File: config.mk
export PLATFORM = sky130hd
export DESIGN_NAME = frame_buffer
export DESIGN_NICKNAME = d
export VERILOG_FILES = /design/src/fas_pkg.sv /design/src/frame_buffer.sv
export VERILOG_INCLUDE_DIRS = /design/src
export SDC_FILE = /design/constraint.sdc
export NUM_CORES = 1
export LEC_CHECK = 0
export BUFFER_PORTS_ARGS = -buffer_cell sky130_fd_sc_hd__buf_2
export CAP_MARGIN = 20
export CORE_MARGIN = 5
export CORE_UTILIZATION = 51
export DETAILED_ROUTE_END_ITERATION = 16
export PLACE_DENSITY_LB_ADDON = 0.2
export SLEW_MARGIN = 15
export SYNTH_ARGS = -nofsm -noshare
export SYNTH_HDL_FRONTEND = slang
export SYNTH_SLANG_ARGS = --single-unit
File: constraint.sdc
create_clock -name clk -period 1.6 [get_ports clk]
set_input_delay 0.16 -clock clk [delete_from_list [all_inputs] [get_ports clk]]
set_output_delay 0.16 -clock clk [all_outputs]
set_load 0.01 [all_outputs]
File: src/fas_fir_coef.svh
`ifndef FAS_FIR_COEF_SVH
`define FAS_FIR_COEF_SVH

`default_nettype none

// symmetric low-pass, coefficient k weights taps k and 31-k
// k = 15 is the center pair, k = 0 the outermost pair
// dc gain is about 1.22 after the 16-bit shift, so a large dc input saturates

`define FIR_C00 (-16'sd70)
`define FIR_C01 (-16'sd110)
`define FIR_C02 (-16'sd136)
`define FIR_C03 (-16'sd116)
`define FIR_C04 (16'sd0)
`define FIR_C05 (16'sd238)
`define FIR_C06 (16'sd580)
`define FIR_C07 (16'sd957)
`define FIR_C08 (16'sd1334)
`define FIR_C09 (16'sd1798)
`define FIR_C10 (16'sd2610)
`define FIR_C11 (16'sd3770)
`define FIR_C12 (16'sd5162)
`define FIR_C13 (16'sd6670)
`define FIR_C14 (16'sd8120)
`define FIR_C15 (16'sd9135)

`default_nettype wire

`endif

File: src/fas_pkg.sv
`include "fas_fir_coef.svh"
`default_nettype none

package fas_pkg;

    localparam int SAMPLE_W   = 16;
    localparam int NUM_TAPS   = 32;
    localparam int FRAME_LEN  = 16;
    localparam int ACC_W      = 40;
    localparam int FIR_SHIFT  = 16;
    // wide working width for rounding and saturation
    localparam int WIDE_W     = 48;
    // each radix-4 butterfly scales its outputs by 1/4
    localparam int BFLY_SHIFT = 2;
    localparam int TW_LEN     = 10;
    localparam int SAMPLE_MAX = 2 ** (SAMPLE_W - 1) - 1;
    localparam int SAMPLE_MIN = -(2 ** (SAMPLE_W - 1));

    typedef logic signed [SAMPLE_W-1:0] sample_t;

    typedef struct packed {
        sample_t re;
        sample_t im;
    } cplx_t;

    // index 0 is the oldest sample
    typedef sample_t [FRAME_LEN-1:0] frame_t;
    typedef cplx_t [FRAME_LEN-1:0] bins_t;

    localparam sample_t FIR_COEF [0:NUM_TAPS/2-1] = '{
        `FIR_C00, `FIR_C01, `FIR_C02, `FIR_C03,
        `FIR_C04, `FIR_C05, `FIR_C06, `FIR_C07,
        `FIR_C08, `FIR_C09, `FIR_C10, `FIR_C11,
        `FIR_C12, `FIR_C13, `FIR_C14, `FIR_C15
    };

    // W16^m = cos(2*pi*m/16) - j*sin(2*pi*m/16) in Q1.15
    localparam sample_t TW_RE [0:TW_LEN-1] = '{
        16'sd32767, 16'sd30274, 16'sd23170, 16'sd12540, 16'sd0,
        -16'sd12540, -16'sd23170, -16'sd30274, 16'sh8000, -16'sd30274
    };
    localparam sample_t TW_IM [0:TW_LEN-1] = '{
        16'sd0, -16'sd12540, -16'sd23170, -16'sd30274, 16'sh8000,
        -16'sd30274, -16'sd23170, -16'sd12540, 16'sd0, 16'sd12540
    };

    // arithmetic right shift with round half up
    function automatic logic signed [WIDE_W-1:0] round_shift(
        input logic signed [WIDE_W-1:0] v,
        input int sh
    );
        logic signed [WIDE_W-1:0] one;
        one = 1;
        if (sh == 0) begin
            return v;
        end
        return (v + (one <<< (sh - 1))) >>> sh;
    endfunction

    function automatic sample_t saturate(input logic signed [WIDE_W-1:0] v);
        if (v > SAMPLE_MAX) begin
            return sample_t'(SAMPLE_MAX);
        end
        if (v < SAMPLE_MIN) begin
            return sample_t'(SAMPLE_MIN);
        end
        return v[SAMPLE_W-1:0];
    endfunction

endpackage

`default_nettype wire

File: src/frame_buffer.sv
`default_nettype none

module frame_buffer (
    input  logic              clk,
    input  logic              rst,
    input  logic              fir_valid_i,
    input  fas_pkg::sample_t  fir_d_i,
    output logic              frame_valid_o,
    output fas_pkg::frame_t   frame_o
);

    localparam int IDX_W = $clog2(fas_pkg::FRAME_LEN);
    localparam logic [IDX_W-1:0] IDX_LAST = IDX_W'(fas_pkg::FRAME_LEN - 1);

    logic [IDX_W-1:0] idx_q;
    fas_pkg::frame_t  stage_q;
    fas_pkg::frame_t  stage_nxt;

    // staging frame with the current sample already in place
    always_comb begin
        stage_nxt        = stage_q;
        stage_nxt[idx_q] = fir_d_i;
    end

    always_ff @(posedge clk) begin
        if (rst) begin
            idx_q         <= '0;
            stage_q       <= '0;
            frame_o       <= '0;
            frame_valid_o <= 1'b0;
        end else begin
            frame_valid_o <= fir_valid_i && (idx_q == IDX_LAST);
            if (fir_valid_i) begin
                stage_q[idx_q] <= fir_d_i;
                idx_q          <= idx_q + 1'b1;
                if (idx_q == IDX_LAST) begin
                    frame_o <= stage_nxt;
                end
            end
        end
    end

endmodule

`default_nettype wire

==> metrics.md <==
| Metric | Value |
|---|---|
| Ys async rst share | `0` |
| Final Max Tran Viols | `0` |
| Setup Skew | `0.02066 ns` |
| WL/cell | `18.53 um` |
| GRT Residual Overflow | `0` |
| PD cells | `1129 nW/um^2` |
| Clock H-tree levels | `2` |
| P_leak | `8.675 nW` |
| Max-Slew Margin vs Limit | `0.5886` |
| Synthesized net count | `approximately 2.3k` |
| Number of synthesized flops with an enable pin | `0` |
| Drc violations | `0` |
| Share of the synthesized area in the top cell type | `0.5475` |
| VDD IR max | `779.3 uV` |
| Met1 Track Usage GR | `0.3654` |
| Routability cong. | `0.8043` |
| Clock slew at reported path FFs | `0.06 ns` |
| CTS tree | `yes` |
| CP Data Arrival Time | `2.08 ns` |
| Met3 Use GR | `0.04569` |
| Top Ports | `276` |
| WS Path Type | `reg2reg` |
| Area of the multi-input gates | `7411 um^2` |
| Critical Path RT | `2.10 ns` |
| Vias/cell | `between 5 and 6` |
| Die area | `about 40000 um^2` |
| Largest cells by area after synthesis | `dfxtp_1 (55%), nand2_1 (19%), a21oi_1 (14%), clkbuf_1 (2.4%), a211oi_2 (2.2%)` |
| Hold Fails Final Rpt | `0` |
| Syn. warnings | `0` |
| Count leader, synth | `nand2_1` |
| Initial Utilization | `0.5163` |
| Router iterations before antenna repair | `6` |
| DRT Wirelength | `56.47 mm` |
| Period minus WS final | `approximately 1.6 ns` |
| Die Wd | `199.5 um` |
| Gr busiest metal | `met2` |
| Min-delay src | `fir_valid_i` |
| Antenna Nets Post-Route | `0` |
| Mean Syn Cell Area | `7.920 um^2` |
| Clock Latency Late Sink | `0.59 ns` |
| Final clock period utilization by the worst path | `0.9919` |
| Worst slew pin tran | `around 0.6 ns` |
| Core area | `between 30000 and 40000 um^2` |
| Fillers | `3020` |
| Maximum net fanout on the critical path | `21` |
| Hold WC Path Type | `in2reg` |
| Final nets | `~2.6k` |
| Setup slack, reg-to-reg | `0.01 ns` |
| Clk sinks | `501` |
| CTS Root Cell | `clkbuf_16` |
| Cts bufs inserted | `52` |
| Met2 Use GR | `0.4291` |
| Synth Instances | `about 2.3k` |
| Number of max-cap violations | `0` |
| Mapped cell area | `18320 um^2` |
| Highest clock rate | `between 0.6 and 0.7 GHz` |
| Setup repair after global routing missed its margin | `yes` |
| Most used DFF post-synth | `dfxtp_1` |
| Worst setup path startpoint | `idx_q[1]` |
| Layout Utilization | `0.6509` |
| Cell variety after synth | `25` |
| HPWL Detailed | `35.12 mm` |
| Floorplan row count | `69` |
| Final setup vio count | `0` |
| RR Startpoint | `idx_q[1]` |
| Via count | `16.68k` |
| Register Area | `approximately 10000 um^2` |
| Crit path capture type | `flip-flop` |
| DR iter-0 viols | `1410` |
| Register area share after synthesis | `0.5475` |
| ANT cells | `0` |
| Top cell types by occurrence after synthesis | `nand2_1 (945), dfxtp_1 (501), a21oi_1 (496)` |
| Area Growth Syn to Fin | `26.07%` |
| Pin count of the biggest net entering global routing | `86` |
| Number of global-route vias before repair | `approximately 15k` |
| Most area-hungry cell type in the Yosys netlist | `dfxtp_1` |
| FF+latch count, synth | `about 500` |
| Worst-case clock buffer depth | `3` |
| I/O Buffers | `between 200 and 300` |
| Final TNS setup | `0 ns` |
| Status | `finished, final reports clean` |
| Layout cells sized above 1 | `0.2185` |
| First-pass GRT wire length | `84.34 mm` |
| Die Ht | `approximately 200 um` |
| CP Launch Type | `flip-flop` |
| GRT Util Overall | `0.2645` |
| Initial antenna violation count | `0` |
==> cell type report <==
type / count / share of cell area
tap: 461 / 0.02497
timing repair buffer: 402 / 0.1414
clock inverter: 14 / 0.008885
inverter: 2 / 0.0003250
multi-input combinational: 1589 / 0.3209
clock buffer: 78 / 0.06886
sequential: 501 / 0.4346
==> final timing paths <==
kind,cells past startpoint,to
setup / recovery,6,frame_o[231]
hold / removal,3,idx_q[0]
setup reg to reg,6,frame_o[231]
hold reg to reg,2,frame_o[20]
==> cell families (layout without fill, tap and decap cells) <==
| logic type | count (synthesis) | in the layout | synth area share |
|---|---|---|---|
| flip-flops | 501 | 501 | 0.5475 |
| AO/OA/AOI/OAI | 544 | 544 | 0.1639 |
| AND/OR/NAND/NOR | 1037 | 1037 | 0.2228 |
| multiplexers | 1 | 1 | 0.0005464 |
| buffers and inverters | 223 | 496 | 0.06113 |
| adder cells (fa/ha/maj) | 4 | 4 | 0.002732 |
| XOR/XNOR | 3 | 3 | 0.001434 |
==> what timing repair did <==
action | CTS | global route
endpoints found under the setup margin | 229 | 312
pin swaps | 2 | 24
gates resized for setup | 22 | 64
hold buffers | 5 | 0
cloned | 3 | 10
setup buffers | 1 | 3
hold endpoints to repair | 36 | 0
==> layout by cell type (no fill, tap or decap), types with 8 or more instances in the layout <==
cell type	count
nand2_1	945
buf_4	48
buf_2	274
clkbuf_16	61
buf_12	48
clkbuf_8	17
nand4b_1	8
buf_6	11
nor2_1	51
a21oi_1	466
a211oi_1	15
a21oi_2	30
clkbuf_1	8
a211oi_2	33
dfxtp_1	498
==> worst max-delay path, cell delays in order, from the launching register on <==
cell and delay (ns):
dfxtp_4 0.40, ha_4 0.16, and4_4 0.30, buf_12 0.19, buf_12 0.17, nor2_1 0.05
a211oi_1 0.21
==> per-stage QoR <==
step	total power [mW]	instances	hold slack, ns	setup slack, ns	cell area [um^2]
6_report	26.08	3047	0.02912	0.01297	23100
5_1_grt	26.87	3047	0.02410	-0.06047	23100
4_1_cts	26.17	3034	0.007929	-0.03868	22600
3_5_place_dp	13.74	2933	0.4439	-0.2650	20640
3_3_place_gp	13.72	2933	0.4369	-0.2168	20640
2_1_floorplan	13.33	2313	0.4321	0.001200	18330
==> state kept, by name, indices dropped and copies added, names as in the netlist <==
name,flops
frame_o,256
stage_q,240
idx_q,4
frame_valid_o,1
==> routing by layer <==
layer / wire length [um] / up-vias
met2: 26900 / 638
met4: 1344 / 0
met5: 0 / -
li1: - / 7961
met3: 4160 / 97
met1: 24070 / 7987
==> power breakdown <==
part | internal (mW) | switching, mW | total (mW) | leakage, nW
registers | 12.5 | 0.0486 | 12.6 | 4.04
clock network | 7.63 | 4.88 | 12.5 | 0.888
logic | 0.293 | 0.676 | 0.970 | 3.75
total | 20.5 | 5.61 | 26.1 | 8.68
Power figures use the tool's default switching activity.
