===== config.mk =====
export PLATFORM = sky130hd
export DESIGN_NAME = fir_filter
export DESIGN_NICKNAME = d
export VERILOG_FILES = /design/src/fas_pkg.sv /design/src/fir_filter.sv
export VERILOG_INCLUDE_DIRS = /design/src
export SDC_FILE = /design/constraint.sdc
export NUM_CORES = 2
export LEC_CHECK = 0
export BUFFER_PORTS_ARGS = -buffer_cell sky130_fd_sc_hd__clkbuf_2
export CAP_MARGIN = 20
export CORE_MARGIN = 8
export CORE_UTILIZATION = 47
export CTS_BUF_LIST = sky130_fd_sc_hd__clkbuf_8
export DETAILED_ROUTE_END_ITERATION = 6
export SLEW_MARGIN = 20
export SYNTH_ARGS = -nofsm -noshare
export SYNTH_HDL_FRONTEND = slang
export SYNTH_SLANG_ARGS = --single-unit

===== constraint.sdc =====
create_clock -name clk -period 30.1 [get_ports clk]
set_input_delay 3.01 -clock clk [delete_from_list [all_inputs] [get_ports clk]]
set_output_delay 3.01 -clock clk [all_outputs]
set_load 0.005 [all_outputs]

===== src/fas_fir_coef.svh =====
`ifndef FAS_FIR_COEF_SVH
`define FAS_FIR_COEF_SVH

`default_nettype none

// symmetric low-pass, coefficient k weights taps k and 31-k
// k = 15 is the center pair, k = 0 the outermost pair
// dc gain is about 1.22 after the 16-bit shift, so a large dc input saturates

`define FIR_C00 (-16'sd70)
`define FIR_C01 (-16'sd110)
`define FIR_C02 (-16'sd136)
`define FIR_C03 (-16'sd116)
`define FIR_C04 (16'sd0)
`define FIR_C05 (16'sd238)
`define FIR_C06 (16'sd580)
`define FIR_C07 (16'sd957)
`define FIR_C08 (16'sd1334)
`define FIR_C09 (16'sd1798)
`define FIR_C10 (16'sd2610)
`define FIR_C11 (16'sd3770)
`define FIR_C12 (16'sd5162)
`define FIR_C13 (16'sd6670)
`define FIR_C14 (16'sd8120)
`define FIR_C15 (16'sd9135)

`default_nettype wire

`endif


===== src/fas_pkg.sv =====
`include "fas_fir_coef.svh"
`default_nettype none

package fas_pkg;

    localparam int SAMPLE_W   = 16;
    localparam int NUM_TAPS   = 32;
    localparam int FRAME_LEN  = 16;
    localparam int ACC_W      = 40;
    localparam int FIR_SHIFT  = 16;
    // wide working width for rounding and saturation
    localparam int WIDE_W     = 48;
    // each radix-4 butterfly scales its outputs by 1/4
    localparam int BFLY_SHIFT = 2;
    localparam int TW_LEN     = 10;
    localparam int SAMPLE_MAX = 2 ** (SAMPLE_W - 1) - 1;
    localparam int SAMPLE_MIN = -(2 ** (SAMPLE_W - 1));

    typedef logic signed [SAMPLE_W-1:0] sample_t;

    typedef struct packed {
        sample_t re;
        sample_t im;
    } cplx_t;

    // index 0 is the oldest sample
    typedef sample_t [FRAME_LEN-1:0] frame_t;
    typedef cplx_t [FRAME_LEN-1:0] bins_t;

    localparam sample_t FIR_COEF [0:NUM_TAPS/2-1] = '{
        `FIR_C00, `FIR_C01, `FIR_C02, `FIR_C03,
        `FIR_C04, `FIR_C05, `FIR_C06, `FIR_C07,
        `FIR_C08, `FIR_C09, `FIR_C10, `FIR_C11,
        `FIR_C12, `FIR_C13, `FIR_C14, `FIR_C15
    };

    // W16^m = cos(2*pi*m/16) - j*sin(2*pi*m/16) in Q1.15
    localparam sample_t TW_RE [0:TW_LEN-1] = '{
        16'sd32767, 16'sd30274, 16'sd23170, 16'sd12540, 16'sd0,
        -16'sd12540, -16'sd23170, -16'sd30274, 16'sh8000, -16'sd30274
    };
    localparam sample_t TW_IM [0:TW_LEN-1] = '{
        16'sd0, -16'sd12540, -16'sd23170, -16'sd30274, 16'sh8000,
        -16'sd30274, -16'sd23170, -16'sd12540, 16'sd0, 16'sd12540
    };

    // arithmetic right shift with round half up
    function automatic logic signed [WIDE_W-1:0] round_shift(
        input logic signed [WIDE_W-1:0] v,
        input int sh
    );
        logic signed [WIDE_W-1:0] one;
        one = 1;
        if (sh == 0) begin
            return v;
        end
        return (v + (one <<< (sh - 1))) >>> sh;
    endfunction

    function automatic sample_t saturate(input logic signed [WIDE_W-1:0] v);
        if (v > SAMPLE_MAX) begin
            return sample_t'(SAMPLE_MAX);
        end
        if (v < SAMPLE_MIN) begin
            return sample_t'(SAMPLE_MIN);
        end
        return v[SAMPLE_W-1:0];
    endfunction

endpackage

`default_nettype wire


===== src/fir_filter.sv =====
`default_nettype none

module fir_filter (
    input  logic              clk,
    input  logic              rst,
    input  logic              sample_valid_i,
    input  fas_pkg::sample_t  sample_i,
    output logic              fir_valid_o,
    output fas_pkg::sample_t  fir_d_o
);

    localparam int NUM_TAPS = fas_pkg::NUM_TAPS;
    localparam int HALF     = NUM_TAPS / 2;
    localparam int FILL_W   = $clog2(NUM_TAPS);
    localparam logic [FILL_W-1:0] FILL_LAST = FILL_W'(NUM_TAPS - 1);

    // taps_q[0] holds the newest sample
    fas_pkg::sample_t taps_q [NUM_TAPS];
    logic [FILL_W-1:0] fill_q;

    logic signed [fas_pkg::SAMPLE_W:0]  pair;
    logic signed [fas_pkg::ACC_W-1:0]   acc;

    // symmetric pre-add then one multiply per pair
    always_comb begin
        acc  = '0;
        pair = '0;
        for (int k = 0; k < HALF; k++) begin
            pair = taps_q[k] + taps_q[NUM_TAPS-1-k];
            acc  = acc + pair * fas_pkg::FIR_COEF[k];
        end
    end

    assign fir_d_o = fas_pkg::saturate(fas_pkg::round_shift(acc, fas_pkg::FIR_SHIFT));

    always_ff @(posedge clk) begin
        if (rst) begin
            for (int i = 0; i < NUM_TAPS; i++) begin
                taps_q[i] <= '0;
            end
            fill_q      <= '0;
            fir_valid_o <= 1'b0;
        end else begin
            // strobe only once the whole line holds real samples
            fir_valid_o <= sample_valid_i && (fill_q == FILL_LAST);
            if (sample_valid_i) begin
                taps_q[0] <= sample_i;
                for (int i = 1; i < NUM_TAPS; i++) begin
                    taps_q[i] <= taps_q[i-1];
                end
                if (fill_q != FILL_LAST) begin
                    fill_q <= fill_q + 1'b1;
                end
            end
        end
    end

endmodule

`default_nettype wire


==> metrics.txt <==
Post-synth EDFFs=512; GRT Residual Overflow=0; min-delay src=taps_q[0][78]; H-tree depth reported by CTS=3; final WL=237 mm; CTS sink cnt=518; clock buffer count from CTS=98; post-route setup slack=11.23 ns; type of the most critical hold path=reg -> reg; register area share after synthesis=17.6%; critical path launch point type=register; WHS Path Cells=1; arrival time at the worst endpoint=15.86 ns; Iter 0 DRT Violations=3,674; #FFs+latches synth=518; multiplexer share of the synthesized area=0.407%; number of port buffers=35; synthesis-to-finish area growth=6.08%; Worst path slowest cell=fa_1; Synth Area in Simple Gates=9.76%; Syn Area/Cell=10.1 sq um; Fin Clk Skew=0.0666 ns; Slew headroom=25.8%; Die H=448 microns; Clock Pin Slew Worst Setup and Hold Paths=0.07 ns; die area=201,000 sq um; synth unique cells=92; Worst path most repeated cell=fa_1; post-synthesis adder-cell area fraction=48.5%; net count after synthesis=11,374; status=completed; Die Wd=448 microns; total core area=186,000 sq um; Fmax achieved=0.0530 GHz; nets=11,463; CTS tree=done; fin. max-slew vios=0; largest net degree at the start of global routing=160; Setup crit start=taps_q[0][177]; root buf cell=clkbuf_8; Rows=158; initial antenna violation count=4; CP max stage delay=0.70 ns; GP Congestion=0.920; Setup Slack @ Placement=11.88 ns; Clock Latency Late Sink=0.85 ns; post-synthesis xor/xnor area fraction=6.65%; Synth Instances=8,692; GRT Total Usage=24.1%; total number of vias=59,088; Worst Reg-to-Reg Cells=7; Critical Path End Type=output port; Synthesis Warnings=0; Synth Flop Type=edfxtp_1; TritonRoute pass-1 iters=5; worst slew pin tran=1.11 ns; RR Endpoint=fill_q[3]; largest fanout on the critical path=15; Tcrit/Tclk final=62.7%; hpwl dp=206 mm; WS Path Type=reg -> out; FFs w/ async S/R, synth=0%; first-pass GRT wire length=369 mm; layout cells sized above 1=3.56%; setup TNS=0 ns; wire per inst=20.9 microns; RSZ-0062 raised after global routing=false; Final Hold Slack=0.505 ns; Hold Violations, Final=0; WHS Endpoint=taps_q[0][94]; Clock Path Buffers=3; Setup Viol. Count Final=0; # DRC=0; post-route ant nets=0; hold-fix buffers at CTS=0; cts repair resizes=0; Syn Std Cell Area=87,800 sq um; critical path required time=27.09 ns; vias in the first global route=62,518; complex-gate fraction of the synthesized area=7.74%; # IOs=36; Starting Density=47.3%; Reg2Reg Setup Slack=28.24 ns; main combinational cell family by area after synthesis=adder cells; Worst R2R Start=fill_q[0]; number of post-CTS setup repair buffers=0; vias per inst=5.21; Final Critical Period=18.87 ns; max_cap viols=0
[cell type report]
class	count	area, sq um
Antenna cell	8	20.0
Clock buffer	100	1380
Clock inverter	74	592
Fill cell	17198	92500
Inverter	2069	7770
Multi-Input combinational cell	6010	64300
Sequential cell	518	15500
Tap cell	2480	3100
Timing Repair Buffer	84	564
[worst max-delay path: cells and delay by family, from the launching register on]
| kind | cells | cell delay, ns |
|---|---|---|
| buf+inv | 10 | 0.65 |
| compound gates | 21 | 5.23 |
| simple gates | 5 | 0.96 |
| flops | 1 | 0.42 |
| fa+ha+maj | 16 | 7.26 |
| xor+xnor | 1 | 0.16 |
| mux | 1 | 0.30 |
[synthesized netlist by cell type (122+ instances only)]
cell	instances	area [sq um]
nor2_1	298	1120
edfxtp_1	512	15400
and2_1	327	2050
o21ai_0	172	861
nand2_1	247	927
a21o_1	127	953
nor3_1	122	611
fa_1	1236	24700
ha_1	1427	17900
a21oi_1	330	1650
nor2b_1	284	1780
xnor2_1	445	3900
inv_1	2068	7760
xor2_1	218	1910
[worst max-delay path by stage]
| stage | to | slack (ns) | cells after the start |
|---|---|---|---|
| 4_1_cts | fir_d_o[1] | 10.92 | 54 |
| 5_1_grt | fir_d_o[1] | 10.17 | 56 |
| 2_1_floorplan | fir_d_o[4] | 13.65 | 55 |
| 6_report | fir_d_o[1] | 11.23 | 54 |
| 3_3_place_gp | fir_d_o[0] | 12.09 | 54 |
| 3_5_place_dp | fir_d_o[1] | 11.88 | 54 |
[registers in the layout, summed over array words and instances, names as in the netlist]
register	count
taps_q	512
fill_q	5
fir_valid_o	1
[cell families after synthesis]
family | after synthesis
other | 1
buffers and inverters | 2164
AO/OA/AOI/OAI | 1029
AND/OR/NAND/NOR | 1615
adder cells (fa/ha/maj) | 2666
flip-flops | 518
XOR/XNOR | 665
multiplexers | 34
[metrics by stage]
| stage | instances | cell area, sq um | util, % |
|---|---|---|---|
| after global placement | 11161 | 91200 | 49.1 |
| after floorplan | 8692 | 87800 | - |
| final | 11343 | 93200 | 50.2 |
| after global routing | 11339 | 93200 | 50.2 |
| after detailed placement | 11161 | 91200 | 49.1 |
| after CTS | 11335 | 93100 | 50.2 |
[cell usage in the layout (no fill, tap or decap), types with 13 or more instances in the layout]
| master | netlist | routed |
|---|---|---|
| fa_1 | 1236 | 1236 |
| nor3_1 | 122 | 122 |
| a211oi_1 | 31 | 31 |
| mux2i_1 | 20 | 20 |
| edfxtp_1 | 512 | 512 |
| a21oi_1 | 330 | 330 |
| xor2_1 | 218 | 218 |
| a211o_1 | 19 | 19 |
| buf_4 | 3 | 48 |
| a21boi_0 | 23 | 23 |
| o211ai_1 | 28 | 28 |
| clkbuf_8 | 0 | 101 |
| or3_1 | 57 | 57 |
| a31oi_1 | 29 | 29 |
| and3_1 | 55 | 55 |
| nand4_1 | 17 | 17 |
| nand2b_1 | 52 | 52 |
| o21a_1 | 47 | 47 |
| and2_1 | 327 | 327 |
| ha_1 | 1427 | 1427 |
| o21bai_1 | 48 | 48 |
| clkbuf_2 | 0 | 34 |
| a21o_1 | 127 | 127 |
| mux2_2 | 14 | 14 |
| o21ai_0 | 172 | 172 |
| clkinv_1 | 1 | 17 |
| or2_2 | 25 | 24 |
| o2111ai_1 | 13 | 13 |
| nand3_1 | 92 | 92 |
| nor2_1 | 298 | 298 |
| xnor2_1 | 445 | 443 |
| nor2b_1 | 284 | 283 |
| a31o_2 | 17 | 17 |
| nand2_1 | 247 | 247 |
| inv_1 | 2068 | 2093 |
[layer usage]
metal / routed length, microns / GRT usage (%) / up-vias
li1: - / - / 28145
met1: 104000 / 32.5 / 29516
met2: 114000 / 40.8 / 1156
met3: 11500 / 3.60 / 271
met4: 7170 / 6.23 / 0
met5: 0 / 0 / -
Power is left out: the tool's default activity adds up to more than one toggle a clock period on the data nets, which glitch-free logic cannot reach.
